$ cat config.mk
export PLATFORM = sky130hd
export DESIGN_NAME = path_accum_flat
export DESIGN_NICKNAME = d
export VERILOG_FILES = /design/src/design/graph_pkg.sv /design/src/design/queue_if.sv /design/src/design/path_accum.sv /design/src/flat_wrapper.sv
export VERILOG_INCLUDE_DIRS = /design/src /design/src/design
export SDC_FILE = /design/constraint.sdc
export NUM_CORES = 1
export LEC_CHECK = 0
export BUFFER_PORTS_ARGS = -buffer_cell sky130_fd_sc_hd__buf_2
export CAP_MARGIN = 20
export CORE_MARGIN = 2
export CORE_UTILIZATION = 54
export CTS_CLUSTER_SIZE = 20
export DETAILED_ROUTE_END_ITERATION = 7
export PLACE_DENSITY = 0.89
export SLEW_MARGIN = 20
export SYNTH_ARGS = -nofsm -noshare
export SYNTH_HDL_FRONTEND = slang
export SYNTH_SLANG_ARGS = --single-unit
$ cat constraint.sdc
create_clock -name clk -period 3.1 [get_ports clk]
set_input_delay 0.155 -clock clk [delete_from_list [all_inputs] [get_ports clk]]
set_output_delay 0.155 -clock clk [all_outputs]
set_load 0.02 [all_outputs]
$ cat src/design/graph_defs.svh
// Path counter widths and depths

`ifndef GRAPH_DEFS_SVH
`define GRAPH_DEFS_SVH

// Node index width, wide enough for graphs of up to 1024 nodes
`define NODE_IDX_WIDTH 10

// Path count width
`define ACCUM_WIDTH 24

// Remaining-edge counter from the edge source
`define COUNTER_WIDTH 5

// Node queue entries, kept a power of two
`define QUEUE_DEPTH 128

`endif

$ cat src/design/graph_pkg.sv
// Path counter shared types

`include "graph_defs.svh"

package graph_pkg;

    // Node index as seen on the edge port and in the queue
    typedef logic [`NODE_IDX_WIDTH-1:0] node_idx_t;

    // Number of paths reaching a node
    typedef logic [`ACCUM_WIDTH-1:0] count_t;

    // Edges left for the current node, including the one presented
    typedef logic [`COUNTER_WIDTH-1:0] edge_cnt_t;

    // Queue slot pointer
    typedef logic [$clog2(`QUEUE_DEPTH)-1:0] queue_ptr_t;

    // Sequencer states
    typedef enum logic [2:0] {
        IDLE  = 3'd0,
        SEED  = 3'd1,
        POP   = 3'd2,
        FETCH = 3'd3,
        DONE  = 3'd4
    } ctrl_state_t;

endpackage

$ cat src/design/queue_if.sv
// Node queue operation interface
`timescale 1ns/1ps

interface queue_if;

    // Requests from the sequencer
    logic                 seed;
    logic                 offer;
    graph_pkg::node_idx_t offer_idx;
    logic                 pop;

    // Count carried by an offered edge
    graph_pkg::count_t    offer_val;

    // Queue status and head entry
    logic                 accept;
    graph_pkg::node_idx_t head_idx;
    graph_pkg::count_t    head_val;
    logic                 empty;

    modport ctrl (
        output seed, offer, offer_idx, pop,
        input  accept, head_idx, empty
    );

    modport queue (
        input  seed, offer, offer_idx, pop, offer_val,
        output accept, head_idx, head_val, empty
    );

    modport accum (
        output offer_val,
        input  head_val
    );

endinterface

$ cat src/design/path_accum.sv
// Current and end path counts
`timescale 1ns/1ps

module path_accum (
    input  logic              clk,
    input  logic              rst_n,
    input  logic              load_cur,
    input  logic              add_end,
    input  logic              clear,
    output graph_pkg::count_t path_count,
    queue_if.accum            q
);

    graph_pkg::count_t cur_count;
    graph_pkg::count_t end_count;
    graph_pkg::count_t end_sum;

    // Paths into the end node grow by the count of the node being fetched
    assign end_sum = end_count + cur_count;

    always_ff @(posedge clk or negedge rst_n) begin
        if (!rst_n) begin
            cur_count <= '0;
        end else if (clear) begin
            cur_count <= '0;
        end else if (load_cur) begin
            // Head count is taken as the node leaves the queue
            cur_count <= q.head_val;
        end
    end

    always_ff @(posedge clk or negedge rst_n) begin
        if (!rst_n) begin
            end_count <= '0;
        end else if (clear) begin
            end_count <= '0;
        end else if (add_end) begin
            end_count <= end_sum;
        end
    end

    // Every edge out of the current node carries its count
    assign q.offer_val = cur_count;

    assign path_count = end_count;

endmodule

$ cat src/flat_wrapper.sv
// flat-port wrapper written by rule: the top's interface ports become plain ports
module path_accum_flat 
  (clk, rst_n, load_cur, add_end, clear, path_count, q_offer_val, q_head_val);
  queue_if q_i ();
  input  logic clk;
  input  logic rst_n;
  input  logic load_cur;
  input  logic add_end;
  input  logic clear;
  output graph_pkg::count_t path_count;
  output wire logic [$bits(q_i.offer_val)-1:0] q_offer_val;
  input wire logic [$bits(q_i.head_val)-1:0] q_head_val;
  assign q_offer_val = q_i.offer_val;
  assign q_i.head_val = q_head_val;
  path_accum u_core (.clk(clk), .rst_n(rst_n), .load_cur(load_cur), .add_end(add_end), .clear(clear), .path_count(path_count), .q(q_i));
endmodule
==> reports/qor.json <==
{
  "outcome": "finished, final reports clean",
  "core_mm2": 0.005886,
  "place_congestion": 0.8805,
  "max_freq_mhz": 380.8,
  "final_setup_violation_count": 0,
  "mostFrequentLayoutCell": "buf_2",
  "power.density_cell_area_mw_per_mm2": 385.4,
  "worstPathRequired_ns": 3.31,
  "ys.flop_type": "dfrtp_1",
  "tritoncts.num_buffers": 5,
  "dpl-instance-area_mm2": 0.003701,
  "synth_nets": 402,
  "internal-power_uw": 969.7,
  "setup.worst_path.start_class": "register",
  "critPathTopFamily": "compound AO/OA/AOI/OAI gates",
  "rows": 28,
  "cts_post_setup_buffers_inserted": 0,
  "placement.io_buffers": 76,
  "cts-root-buf": "clkbuf_8",
  "layoutNonFillerInstCount": 496,
  "final_number_of_hold_violating_endpoints": 0,
  "critPathCaptureType": "register",
  "grt_antenna_before_repair": 0,
  "final_period_minus_worst_setup_slack_ns": 2.626,
  "ys_types": 59,
  "p_switching_uw": 497.3,
  "min_path_type": "in2reg",
  "final_area_mm2": 0.003806,
  "max-cap-violations": 0,
  "asyncSetResetFlopFracSynth_pct": 100.0,
  "ir_worst_vdd_mv": 0.3337,
  "synth_edf_count": 0,
  "ys_warn_count": 0,
  "timing.critical_path.fanout_max": 3,
  "clkTransAtPathRegs_ns": 0.09,
  "wire_per_inst_um": 16.26,
  "start_util_pct": 55.76,
  "timing_worst_slew_pin_value_ns": 0.7962,
  "detail_route.first_pass.iterations": 4,
  "ys_ff_latch": 48,
  "static-leakage-power_nw": 1.991,
  "globalRoute.totalOverflow": 0,
  "critical_path.max_stage_delay_ns": 0.43,
  "timing.final.crit_share_pct": 84.70,
  "critPathBufInv": 0,
  "netSwitchingFraction_pct": 33.90,
  "synthesis.area_mm2": 0.003282,
  "num_io_pins": 77,
  "final_cell_mix": "buf_2, nor2_1, dfrtp_1, mux2i_1, a21oi_1",
  "fillCellCount": 514,
  "max-slew-margin-rel_pct": 46.92,
  "num_antenna_cells": 0,
  "clkLatencyLatePin_ns": 0.31,
  "multi_input_area_mm2": 0.001984,
  "comb_power_share_pct": 26.3,
  "dp.cells": 487,
  "cp_cell_sequence": "ha_1 -> fa_1 -> a21oi_1 -> o21ai_1 -> a211o_1 -> and3_1 -> or3_1 -> a32o_1",
  "number_of_global_route_vias_before_repair": 2766,
  "die_width_um": 81.96,
  "die_h_um": 81.96,
  "ff2ff_setup_slack_ns": 0.47,
  "routed_wirelength_mm": 8.064,
  "syn_to_final_growth_pct": 15.97,
  "syn-instance-count": 349,
  "final_net_count": 473,
  "design.die.area_mm2": 0.006717,
  "crit_path_top_delay_cell": "fa_1",
  "grt_setup_unrepaired": "no",
  "power.share.sequential_pct": 47.6,
  "numClockSinks": 48,
  "finalSetupTns_ns": 0,
  "antenna_left": 0,
  "grt_first_pass_wirelength_mm": 13.10,
  "power.share.clock_pct": 26.1,
  "h-tree-depth": 2,
  "grt_use_total_pct": 25.53,
  "tritoncts_clock_tree": "yes",
  "grt_max_degree": 49,
  "setup.worst_path.class": "reg2reg",
  "clock_path_buffers": 2,
  "vias_per_cell": 5.883,
  "final_layout_size_suffix_gt1_share_pct": 23.04,
  "drt-initial-drc-count": 212,
  "postSynthAreaPerCell_um2": 9.404,
  "fin_skew_ns": 0.004642,
  "drv_slew": 0,
  "detailroute.via_count": 2918,
  "drcViolationCount": 0,
  "synth.yosys.seq_area_share_pct": 36.60,
  "report.power.total_mw": 1.467,
  "hpwl_after_detailed_placement_mm": 6.077,
  "seq_area_mm2": 0.001201,
  "timing.critical_path.arrival_ns": 2.83
}
Yosys cell counts (2+ instances only):
master    instances  area (um2)
a211o_1           2       17.52
a211oi_1          4       30.03
a211oi_2          2       25.02
a21boi_0          2       15.01
a21o_1            7       52.55
a21oi_1          28       140.1
a22o_1            5       43.79
a32o_1            2       20.02
and3_1            3       18.77
buf_1             5       18.77
buf_2             2       10.01
clkbuf_1          6       22.52
dfrtp_1          48        1201
ha_1             23       287.8
inv_1             8       30.03
mux2i_1          33       330.3
nand2_1          25       93.84
nand3_1           2       10.01
nand4_1           4       25.02
nor2_1           52       195.2
nor3_1            3       15.01
nor3b_1           2       15.01
o211ai_1          2       15.01
o211ai_2          2       25.02
o21ai_0          20       100.1
o21ai_1           3       15.01
o21bai_1          5       37.54
or3_1             7       43.79
or3b_1            2       17.52
xnor2_1           8       70.07
xor2_1            4       35.03
worst register-to-register path, delay by kind of cell (launching register included):
family	cells	cell delay [ns]
simple gates	2	0.46
fa+ha+maj	2	0.71
compound gates	4	0.94
flops	1	0.41
cell type report:
type	count	area share [%]
timing repair buffer	78	10.52
multi-input combinational	278	52.14
clock buffer	5	1.808
clock inverter	3	0.6246
inverter	9	0.8876
tap	75	2.465
sequential	48	31.56
stage by stage:
step                utilization (%)  hold slack (ns)  worst slack (ns)
floorplan                         -          -0.1406            0.5997
global placement              62.88           0.3945            0.5664
detailed placement            62.88           0.4058            0.5019
CTS                           64.46          0.06963            0.4732
global route                  64.67          0.09889            0.2948
finish                        64.67          0.08114            0.4742
routing by layer:
layer / vias up / share of wire (%) / global-route usage [%]
li1: 1418 / - / -
met1: 1412 / 45 / 34.62
met2: 79 / 48 / 39.92
met3: 9 / 5.1 / 5.165
met4: 0 / 1.4 / 10.00
met5: - / 0 / 0
final timing paths:
path / cells past startpoint / start / endpoint
setup reg to reg: 8 / u_core.q.offer_val[0]$_DFFE_PN0P_ / u_core.path_count[18]$_DFFE_PN0P_
hold reg to reg: 1 / u_core.path_count[18]$_DFFE_PN0P_ / u_core.path_count[18]$_DFFE_PN0P_
max in group asynchronous: 2 / rst_n / u_core.q.offer_val[21]$_DFFE_PN0P_
hold / removal: 3 / q_head_val[20] / u_core.q.offer_val[20]$_DFFE_PN0P_
setup / recovery: 8 / u_core.q.offer_val[0]$_DFFE_PN0P_ / u_core.path_count[18]$_DFFE_PN0P_
min in group asynchronous: 2 / rst_n / u_core.path_count[3]$_DFFE_PN0P_
sequential cells by signal (all words and copies together), names as in the netlist:
| register | count |
|---|---|
| u_core.path_count | 24 |
| u_core.q.offer_val | 24 |
cell families (layout without fill, tap and decap cells):
logic type,after synthesis,count (layout),share of synthesized area (%)
fa+ha+maj,24,24,9.379
compound gates,102,102,22.30
mux,34,34,10.52
xor+xnor,12,12,3.202
buf+inv,23,95,2.935
simple gates,106,106,15.06
flops,48,48,36.60
power groups by stage:
stage / registers (mW) / logic (mW) / clock network [mW]
floorplan: 0.755 / 0.217 / 0
global placement: 0.708 / 0.374 / 0
detailed placement: 0.711 / 0.383 / 0
CTS: 0.699 / 0.385 / 0.399
global route: 0.704 / 0.424 / 0.419
finish: 0.698 / 0.386 / 0.383
timing repair:
| action | 4_1_cts | 5_1_grt |
|---|---|---|
| resized for setup | 0 | 0 |
| hold endpoints to repair | 0 | 48 |
| hold buffers | 0 | 1 |
No activity file was read; power rests on OpenSTA's default activity.
