--- src/design/graph_defs.svh ---
// Path counter widths and depths

`ifndef GRAPH_DEFS_SVH
`define GRAPH_DEFS_SVH

// Node index width, wide enough for graphs of up to 1024 nodes
`define NODE_IDX_WIDTH 10

// Path count width
`define ACCUM_WIDTH 24

// Remaining-edge counter from the edge source
`define COUNTER_WIDTH 5

// Node queue entries, kept a power of two
`define QUEUE_DEPTH 128

`endif

--- src/design/graph_pkg.sv ---
// Path counter shared types

`include "graph_defs.svh"

package graph_pkg;

    // Node index as seen on the edge port and in the queue
    typedef logic [`NODE_IDX_WIDTH-1:0] node_idx_t;

    // Number of paths reaching a node
    typedef logic [`ACCUM_WIDTH-1:0] count_t;

    // Edges left for the current node, including the one presented
    typedef logic [`COUNTER_WIDTH-1:0] edge_cnt_t;

    // Queue slot pointer
    typedef logic [$clog2(`QUEUE_DEPTH)-1:0] queue_ptr_t;

    // Sequencer states
    typedef enum logic [2:0] {
        IDLE  = 3'd0,
        SEED  = 3'd1,
        POP   = 3'd2,
        FETCH = 3'd3,
        DONE  = 3'd4
    } ctrl_state_t;

endpackage

--- src/design/queue_if.sv ---
// Node queue operation interface
`timescale 1ns/1ps

interface queue_if;

    // Requests from the sequencer
    logic                 seed;
    logic                 offer;
    graph_pkg::node_idx_t offer_idx;
    logic                 pop;

    // Count carried by an offered edge
    graph_pkg::count_t    offer_val;

    // Queue status and head entry
    logic                 accept;
    graph_pkg::node_idx_t head_idx;
    graph_pkg::count_t    head_val;
    logic                 empty;

    modport ctrl (
        output seed, offer, offer_idx, pop,
        input  accept, head_idx, empty
    );

    modport queue (
        input  seed, offer, offer_idx, pop, offer_val,
        output accept, head_idx, head_val, empty
    );

    modport accum (
        output offer_val,
        input  head_val
    );

endinterface

--- src/design/path_ctrl.sv ---
// Path counter sequencer
`timescale 1ns/1ps

module path_ctrl (
    input  logic                 clk,
    input  logic                 rst_n,
    input  logic                 start,
    input  graph_pkg::node_idx_t start_idx,
    input  graph_pkg::node_idx_t end_idx,
    input  logic                 edge_valid,
    input  graph_pkg::node_idx_t next_node_idx,
    input  graph_pkg::edge_cnt_t next_node_counter,
    output graph_pkg::node_idx_t node_idx,
    output logic                 rd_next_node,
    output logic                 done,
    output logic                 load_cur,
    output logic                 add_end,
    output logic                 clear,
    queue_if.ctrl                q
);

    graph_pkg::ctrl_state_t state;
    graph_pkg::ctrl_state_t state_nxt;
    graph_pkg::node_idx_t   start_reg;
    graph_pkg::node_idx_t   end_reg;
    logic                   run_go;
    logic                   is_end;
    logic                   xfer;
    logic                   last_edge;

    // A new run only starts from a quiet sequencer
    assign run_go = start & ((state == graph_pkg::IDLE) | (state == graph_pkg::DONE));

    // Successor decode
    assign is_end    = (next_node_idx == end_reg);
    assign last_edge = (next_node_counter == graph_pkg::edge_cnt_t'(1));

    // Every edge waits for the queue to accept it
    assign xfer = (state == graph_pkg::FETCH) & rd_next_node & edge_valid & q.accept;

    // Run endpoints
    always_ff @(posedge clk) begin
        if (run_go) begin
            start_reg <= start_idx;
            end_reg   <= end_idx;
        end
    end

    always_ff @(posedge clk or negedge rst_n) begin
        if (!rst_n) begin
            state        <= graph_pkg::IDLE;
            node_idx     <= '0;
            rd_next_node <= 1'b0;
            done         <= 1'b0;
        end else begin
            state <= state_nxt;

            if (run_go) begin
                done <= 1'b0;
            end else if ((state == graph_pkg::POP) && q.empty) begin
                done <= 1'b1;
            end

            // Node index is held for the whole fetch of its edge list
            if ((state == graph_pkg::POP) && !q.empty) begin
                node_idx     <= q.head_idx;
                rd_next_node <= 1'b1;
            end else if (xfer && last_edge) begin
                rd_next_node <= 1'b0;
            end
        end
    end

    always_comb begin
        state_nxt   = state;
        q.seed      = 1'b0;
        q.offer     = 1'b0;
        q.pop       = 1'b0;
        q.offer_idx = next_node_idx;
        load_cur    = 1'b0;
        add_end     = 1'b0;
        clear       = 1'b0;

        case (state)
            graph_pkg::IDLE,
            graph_pkg::DONE: begin
                if (run_go) begin
                    clear     = 1'b1;
                    state_nxt = graph_pkg::SEED;
                end
            end
            graph_pkg::SEED: begin
                // Start node enters the queue with a single path
                q.seed      = 1'b1;
                q.offer_idx = start_reg;
                state_nxt   = graph_pkg::POP;
            end
            graph_pkg::POP: begin
                if (q.empty) begin
                    state_nxt = graph_pkg::DONE;
                end else begin
                    q.pop     = 1'b1;
                    load_cur  = 1'b1;
                    state_nxt = graph_pkg::FETCH;
                end
            end
            graph_pkg::FETCH: begin
                if (xfer) begin
                    if (is_end) begin
                        add_end = 1'b1;
                    end else begin
                        q.offer = 1'b1;
                    end
                    // Counter value 1 closes the node
                    if (last_edge) begin
                        state_nxt = graph_pkg::POP;
                    end
                end
            end
            default: begin
                state_nxt = graph_pkg::IDLE;
            end
        endcase
    end

endmodule

--- src/flat_wrapper.sv ---
// flat-port wrapper written by rule: the top's interface ports become plain ports
module path_ctrl_flat 
  (clk, rst_n, start, start_idx, end_idx, edge_valid, next_node_idx, next_node_counter, node_idx, rd_next_node, done, load_cur, add_end, clear, q_seed, q_offer, q_offer_idx, q_pop, q_accept, q_head_idx, q_empty);
  queue_if q_i ();
  input  logic clk;
  input  logic rst_n;
  input  logic start;
  input  graph_pkg::node_idx_t start_idx;
  input  graph_pkg::node_idx_t end_idx;
  input  logic edge_valid;
  input  graph_pkg::node_idx_t next_node_idx;
  input  graph_pkg::edge_cnt_t next_node_counter;
  output graph_pkg::node_idx_t node_idx;
  output logic rd_next_node;
  output logic done;
  output logic load_cur;
  output logic add_end;
  output logic clear;
  output wire logic [$bits(q_i.seed)-1:0] q_seed;
  output wire logic [$bits(q_i.offer)-1:0] q_offer;
  output wire logic [$bits(q_i.offer_idx)-1:0] q_offer_idx;
  output wire logic [$bits(q_i.pop)-1:0] q_pop;
  input wire logic [$bits(q_i.accept)-1:0] q_accept;
  input wire logic [$bits(q_i.head_idx)-1:0] q_head_idx;
  input wire logic [$bits(q_i.empty)-1:0] q_empty;
  assign q_seed = q_i.seed;
  assign q_offer = q_i.offer;
  assign q_offer_idx = q_i.offer_idx;
  assign q_pop = q_i.pop;
  assign q_i.accept = q_accept;
  assign q_i.head_idx = q_head_idx;
  assign q_i.empty = q_empty;
  path_ctrl u_core (.clk(clk), .rst_n(rst_n), .start(start), .start_idx(start_idx), .end_idx(end_idx), .edge_valid(edge_valid), .next_node_idx(next_node_idx), .next_node_counter(next_node_counter), .node_idx(node_idx), .rd_next_node(rd_next_node), .done(done), .load_cur(load_cur), .add_end(add_end), .clear(clear), .q(q_i));
endmodule
--- config.mk ---
export PLATFORM = sky130hd
export DESIGN_NAME = path_ctrl_flat
export DESIGN_NICKNAME = d
export VERILOG_FILES = /design/src/design/graph_pkg.sv /design/src/design/queue_if.sv /design/src/design/path_ctrl.sv /design/src/flat_wrapper.sv
export VERILOG_INCLUDE_DIRS = /design/src /design/src/design
export SDC_FILE = /design/constraint.sdc
export NUM_CORES = 1
export LEC_CHECK = 0
export ABC_AREA = 1
export BUFFER_PORTS_ARGS = -buffer_cell sky130_fd_sc_hd__buf_2
export CORE_ASPECT_RATIO = 1.25
export CORE_MARGIN = 8
export CORE_UTILIZATION = 40
export DETAILED_ROUTE_END_ITERATION = 7
export PLACE_DENSITY = 0.74
export REMOVE_ABC_BUFFERS = 1
export SYNTH_ARGS = -nofsm -noshare
export SYNTH_HDL_FRONTEND = slang
export SYNTH_SLANG_ARGS = --single-unit
--- constraint.sdc ---
create_clock -name clk -period 1.7 [get_ports clk]
set_input_delay 0.085 -clock clk [delete_from_list [all_inputs] [get_ports clk]]
set_output_delay 0.085 -clock clk [all_outputs]
set_load 0.005 [all_outputs]
==> flow_summary_export.csv <==
group,metric,value,unit
critical_path,critical_path.reg2reg.startpoint,"u_core.state[0]$_DFFE_PN0P_",
cts,worst_skew_pair.late_latency,0.28,ns
grt,initial_antenna_violation_count,0,
synth,syn-instance-count,180,
grt,grt_first_pass_wirelength,7110,um
min_path,holdCritPathClass,"input port to flop",
floorplan,initial_utilization,0.419,
critical_path,element_type_at_the_critical_path_start,"flop",
detailed_routing,via_count,1516,
detailed_routing,drt-wirelength-per-cell,12.0,um
final_layout,post_layout_nonfiller_instances,345,
final_layout,finish.utilization,0.638,
floorplan,fp.dieArea,0.00629,mm2
synth,synth-seq-area-share,0.610,
sta,layout_worst_path_cycle_share,0.947,
grt,first_global_vias,1666,
synth,postSynthRegisterBits,35,
flow_run,max_cap_violations,0,
detailed_routing,dr_wl_met2,2150,um
detailed_routing,iteration_0_drc_count_of_the_detailed_router,21,
placement,gpl.final_weighted_congestion,0.835,
cts,cts-htree-levels,2,
sta,maxSlewHeadroom,0.775,
critical_path,cp_data_required_time,1.62,ns
cts,clock_path_buffers,2,
cts,tritoncts,"built",
min_path,min_from,"q_head_idx[8]",
sta,setup_total_negative_slack,0,ns
cts,cts_num_sinks,35,
synth,async_flop_share,0.429,
final_layout,antenna_cells_inserted,0,
detailed_routing,wire_length_the_detailed_router_placed_on_met1,1610,um
critical_path,critical_path_class,"flop to output port",
sta,rsz0062_at_grt,"no",
synth,mappedNetlistArea,0.00160,mm2
sta,final.setup_skew,0.00580,ns
detailed_routing,drt-vias-per-instance,4.39,
final_layout,final_net_count,341,
critical_path,r2r.worst_path.cells,4,
floorplan,dieWidth,72.6,um
grt,grt_max_degree,21,
placement,hpwl,3180,um
grt,aggregate_global_route_resource_usage,0.141,
detailed_routing,met3WireLength,309,um
sta,hold_viol,0,
min_path,timing.hold.worst_path_depth,3,
status,run_status,"finished, final reports clean",
cts,cts_buffers,5,
synth,synth.distinct_cells,21,
cts,postCtsSetupBuffers,0,
critical_path,worst_ep_arrival_time,1.53,ns
synth,ys_dominant_reg_cell,"edfxtp_1",
detailed_routing,route.top_layer_used,"met4",
detailed_routing,drt_drc_violations_left,0,
floorplan,floorplan.die.height,86.7,um
final_layout,drive_gt1_frac,0.337,
synth,synth_enable_flop_cells,20,
sta,final.min_clock_period,1.61,ns
synth,syn_area_per_cell,8.89,um2
sta,max_slew.worst_pin.slew,0.338,ns
final_layout,syn2layout_area_growth,52.2,%
critical_path,cp-end-kind,"output port",
floorplan,fp.coreArea,0.00382,mm2
power,vdd_drop_max,0.835,mV
placement,io_buffer_count,78,
sta,setup-violations-final,0,
power,p_per_area,1250,mW/mm2
floorplan,floorplan.io_pins,79,
synth,yosysWarnings,0,
floorplan,fp-row-count,25,
grt,grt_overflow,0,
detailed_routing,wl,4140,um
critical_path,setup.reg_to_reg.worst_slack,0.36,ns
power,p_leak,1.30,nW
detailed_routing,ant_nets,0,
sta,upper_clock_frequency_limit,621,MHz
detailed_routing,drtPass1Iterations,4,
cts,clkTransAtPathRegs,0.07,ns
critical_path,setup.worst_path.start,"u_core.state[2]$_DFFE_PN0P_",
placement,placed_cells,311,
cts,cts-root-buf,"clkbuf_8",
sta,drv_slew,0,
critical_path,timing.critical_path.fanout_max,20,
placed cells by master, fill, tap and decap left out, drive strengths merged:
cell type	Yosys	routed
nand4	1	1
nand3b	1	1
mux2	1	1
buf	5	82
clkbuf	0	7
inv	26	26
or2	2	2
nor3	2	2
clkinv	0	1
nor2	14	14
dfrtp	15	15
o21ai	9	9
a21oi	1	1
edfxtp	20	20
dlygate4sd3	0	26
xor2	1	1
nand3	4	4
nand2	78	78
final timing paths:
check                                            endpoint
min reg2reg                u_core.node_idx[9]$_DFFE_PN0P_
max in group asynchronous  u_core.node_idx[3]$_DFFE_PN0P_
max                                        q_offer_idx[9]
min                        u_core.node_idx[8]$_DFFE_PN0P_
max reg2reg                 u_core.start_reg[0]$_DFFE_PP_
min in group asynchronous         u_core.done$_DFFE_PN0P_
cells by family after synthesis:
family          synth area share
compound gates            0.0313
xor+xnor                 0.00547
buf+inv                   0.0860
flops                      0.610
mux                      0.00938
simple gates               0.258
layout make-up:
cell class | instances | area [um2]
Clock inverter | 1 | 3.75
Timing Repair Buffer | 108 | 693
Inverter | 26 | 100
Fill cell | 334 | 1380
Clock buffer | 7 | 86.3
Multi-Input combinational cell | 114 | 508
Tap cell | 54 | 67.6
Sequential cell | 35 | 976
routing by layer:
metal  global-route usage  up-vias
li1                     -      773
met1                0.146      681
met2                0.253       56
met3               0.0566        6
met4               0.0365        0
met5                    0        -
per-stage QoR:
stage                     area, um2  total power [mW]  worst slack [ns]  hold WS [ns]
after global placement         2060              2.36             0.332       0.00601
after floorplan                1560              1.84            -0.240        -0.211
after global routing           2430              3.31           0.00821        0.0150
after CTS                      2420              3.05            0.0121       0.00324
final                          2430              3.05            0.0899        0.0114
after detailed placement       2060              2.40             0.267       0.00622
cell usage after synthesis, types with 2 or more instances:
cell / instances / area share
edfxtp_1: 20 / 0.38
buf_2: 2 / 0.0063
inv_1: 24 / 0.056
nor2_1: 13 / 0.030
o21ai_0: 9 / 0.028
nor3_1: 2 / 0.0063
inv_2: 2 / 0.0047
nand3_1: 3 / 0.0094
nand2_1: 78 / 0.18
dfrtp_1: 15 / 0.23
buf_6: 2 / 0.014
power breakdown:
group / total (mW) / leakage (nW) / switching (mW) / internal, mW
clock network: 0.590 / 0.0459 / 0.266 / 0.324
registers: 1.29 / 0.367 / 0.133 / 1.16
logic: 1.17 / 0.884 / 0.629 / 0.540
repair_timing:
action | CTS | global route
resized for setup | 1 | 5
endpoints found under the setup margin | 1 | 3
hold buffers | 26 | 0
hold endpoints to repair | 40 | 0
worst max-delay path, stage by stage, from the launching register on:
cell     delay, ns
dfrtp_1       0.41
inv_2         0.08
nand2_2       0.07
nor2_4        0.11
buf_12        0.15
mux2_4        0.29
buf_2         0.12
Power figures use the tool's default switching activity.
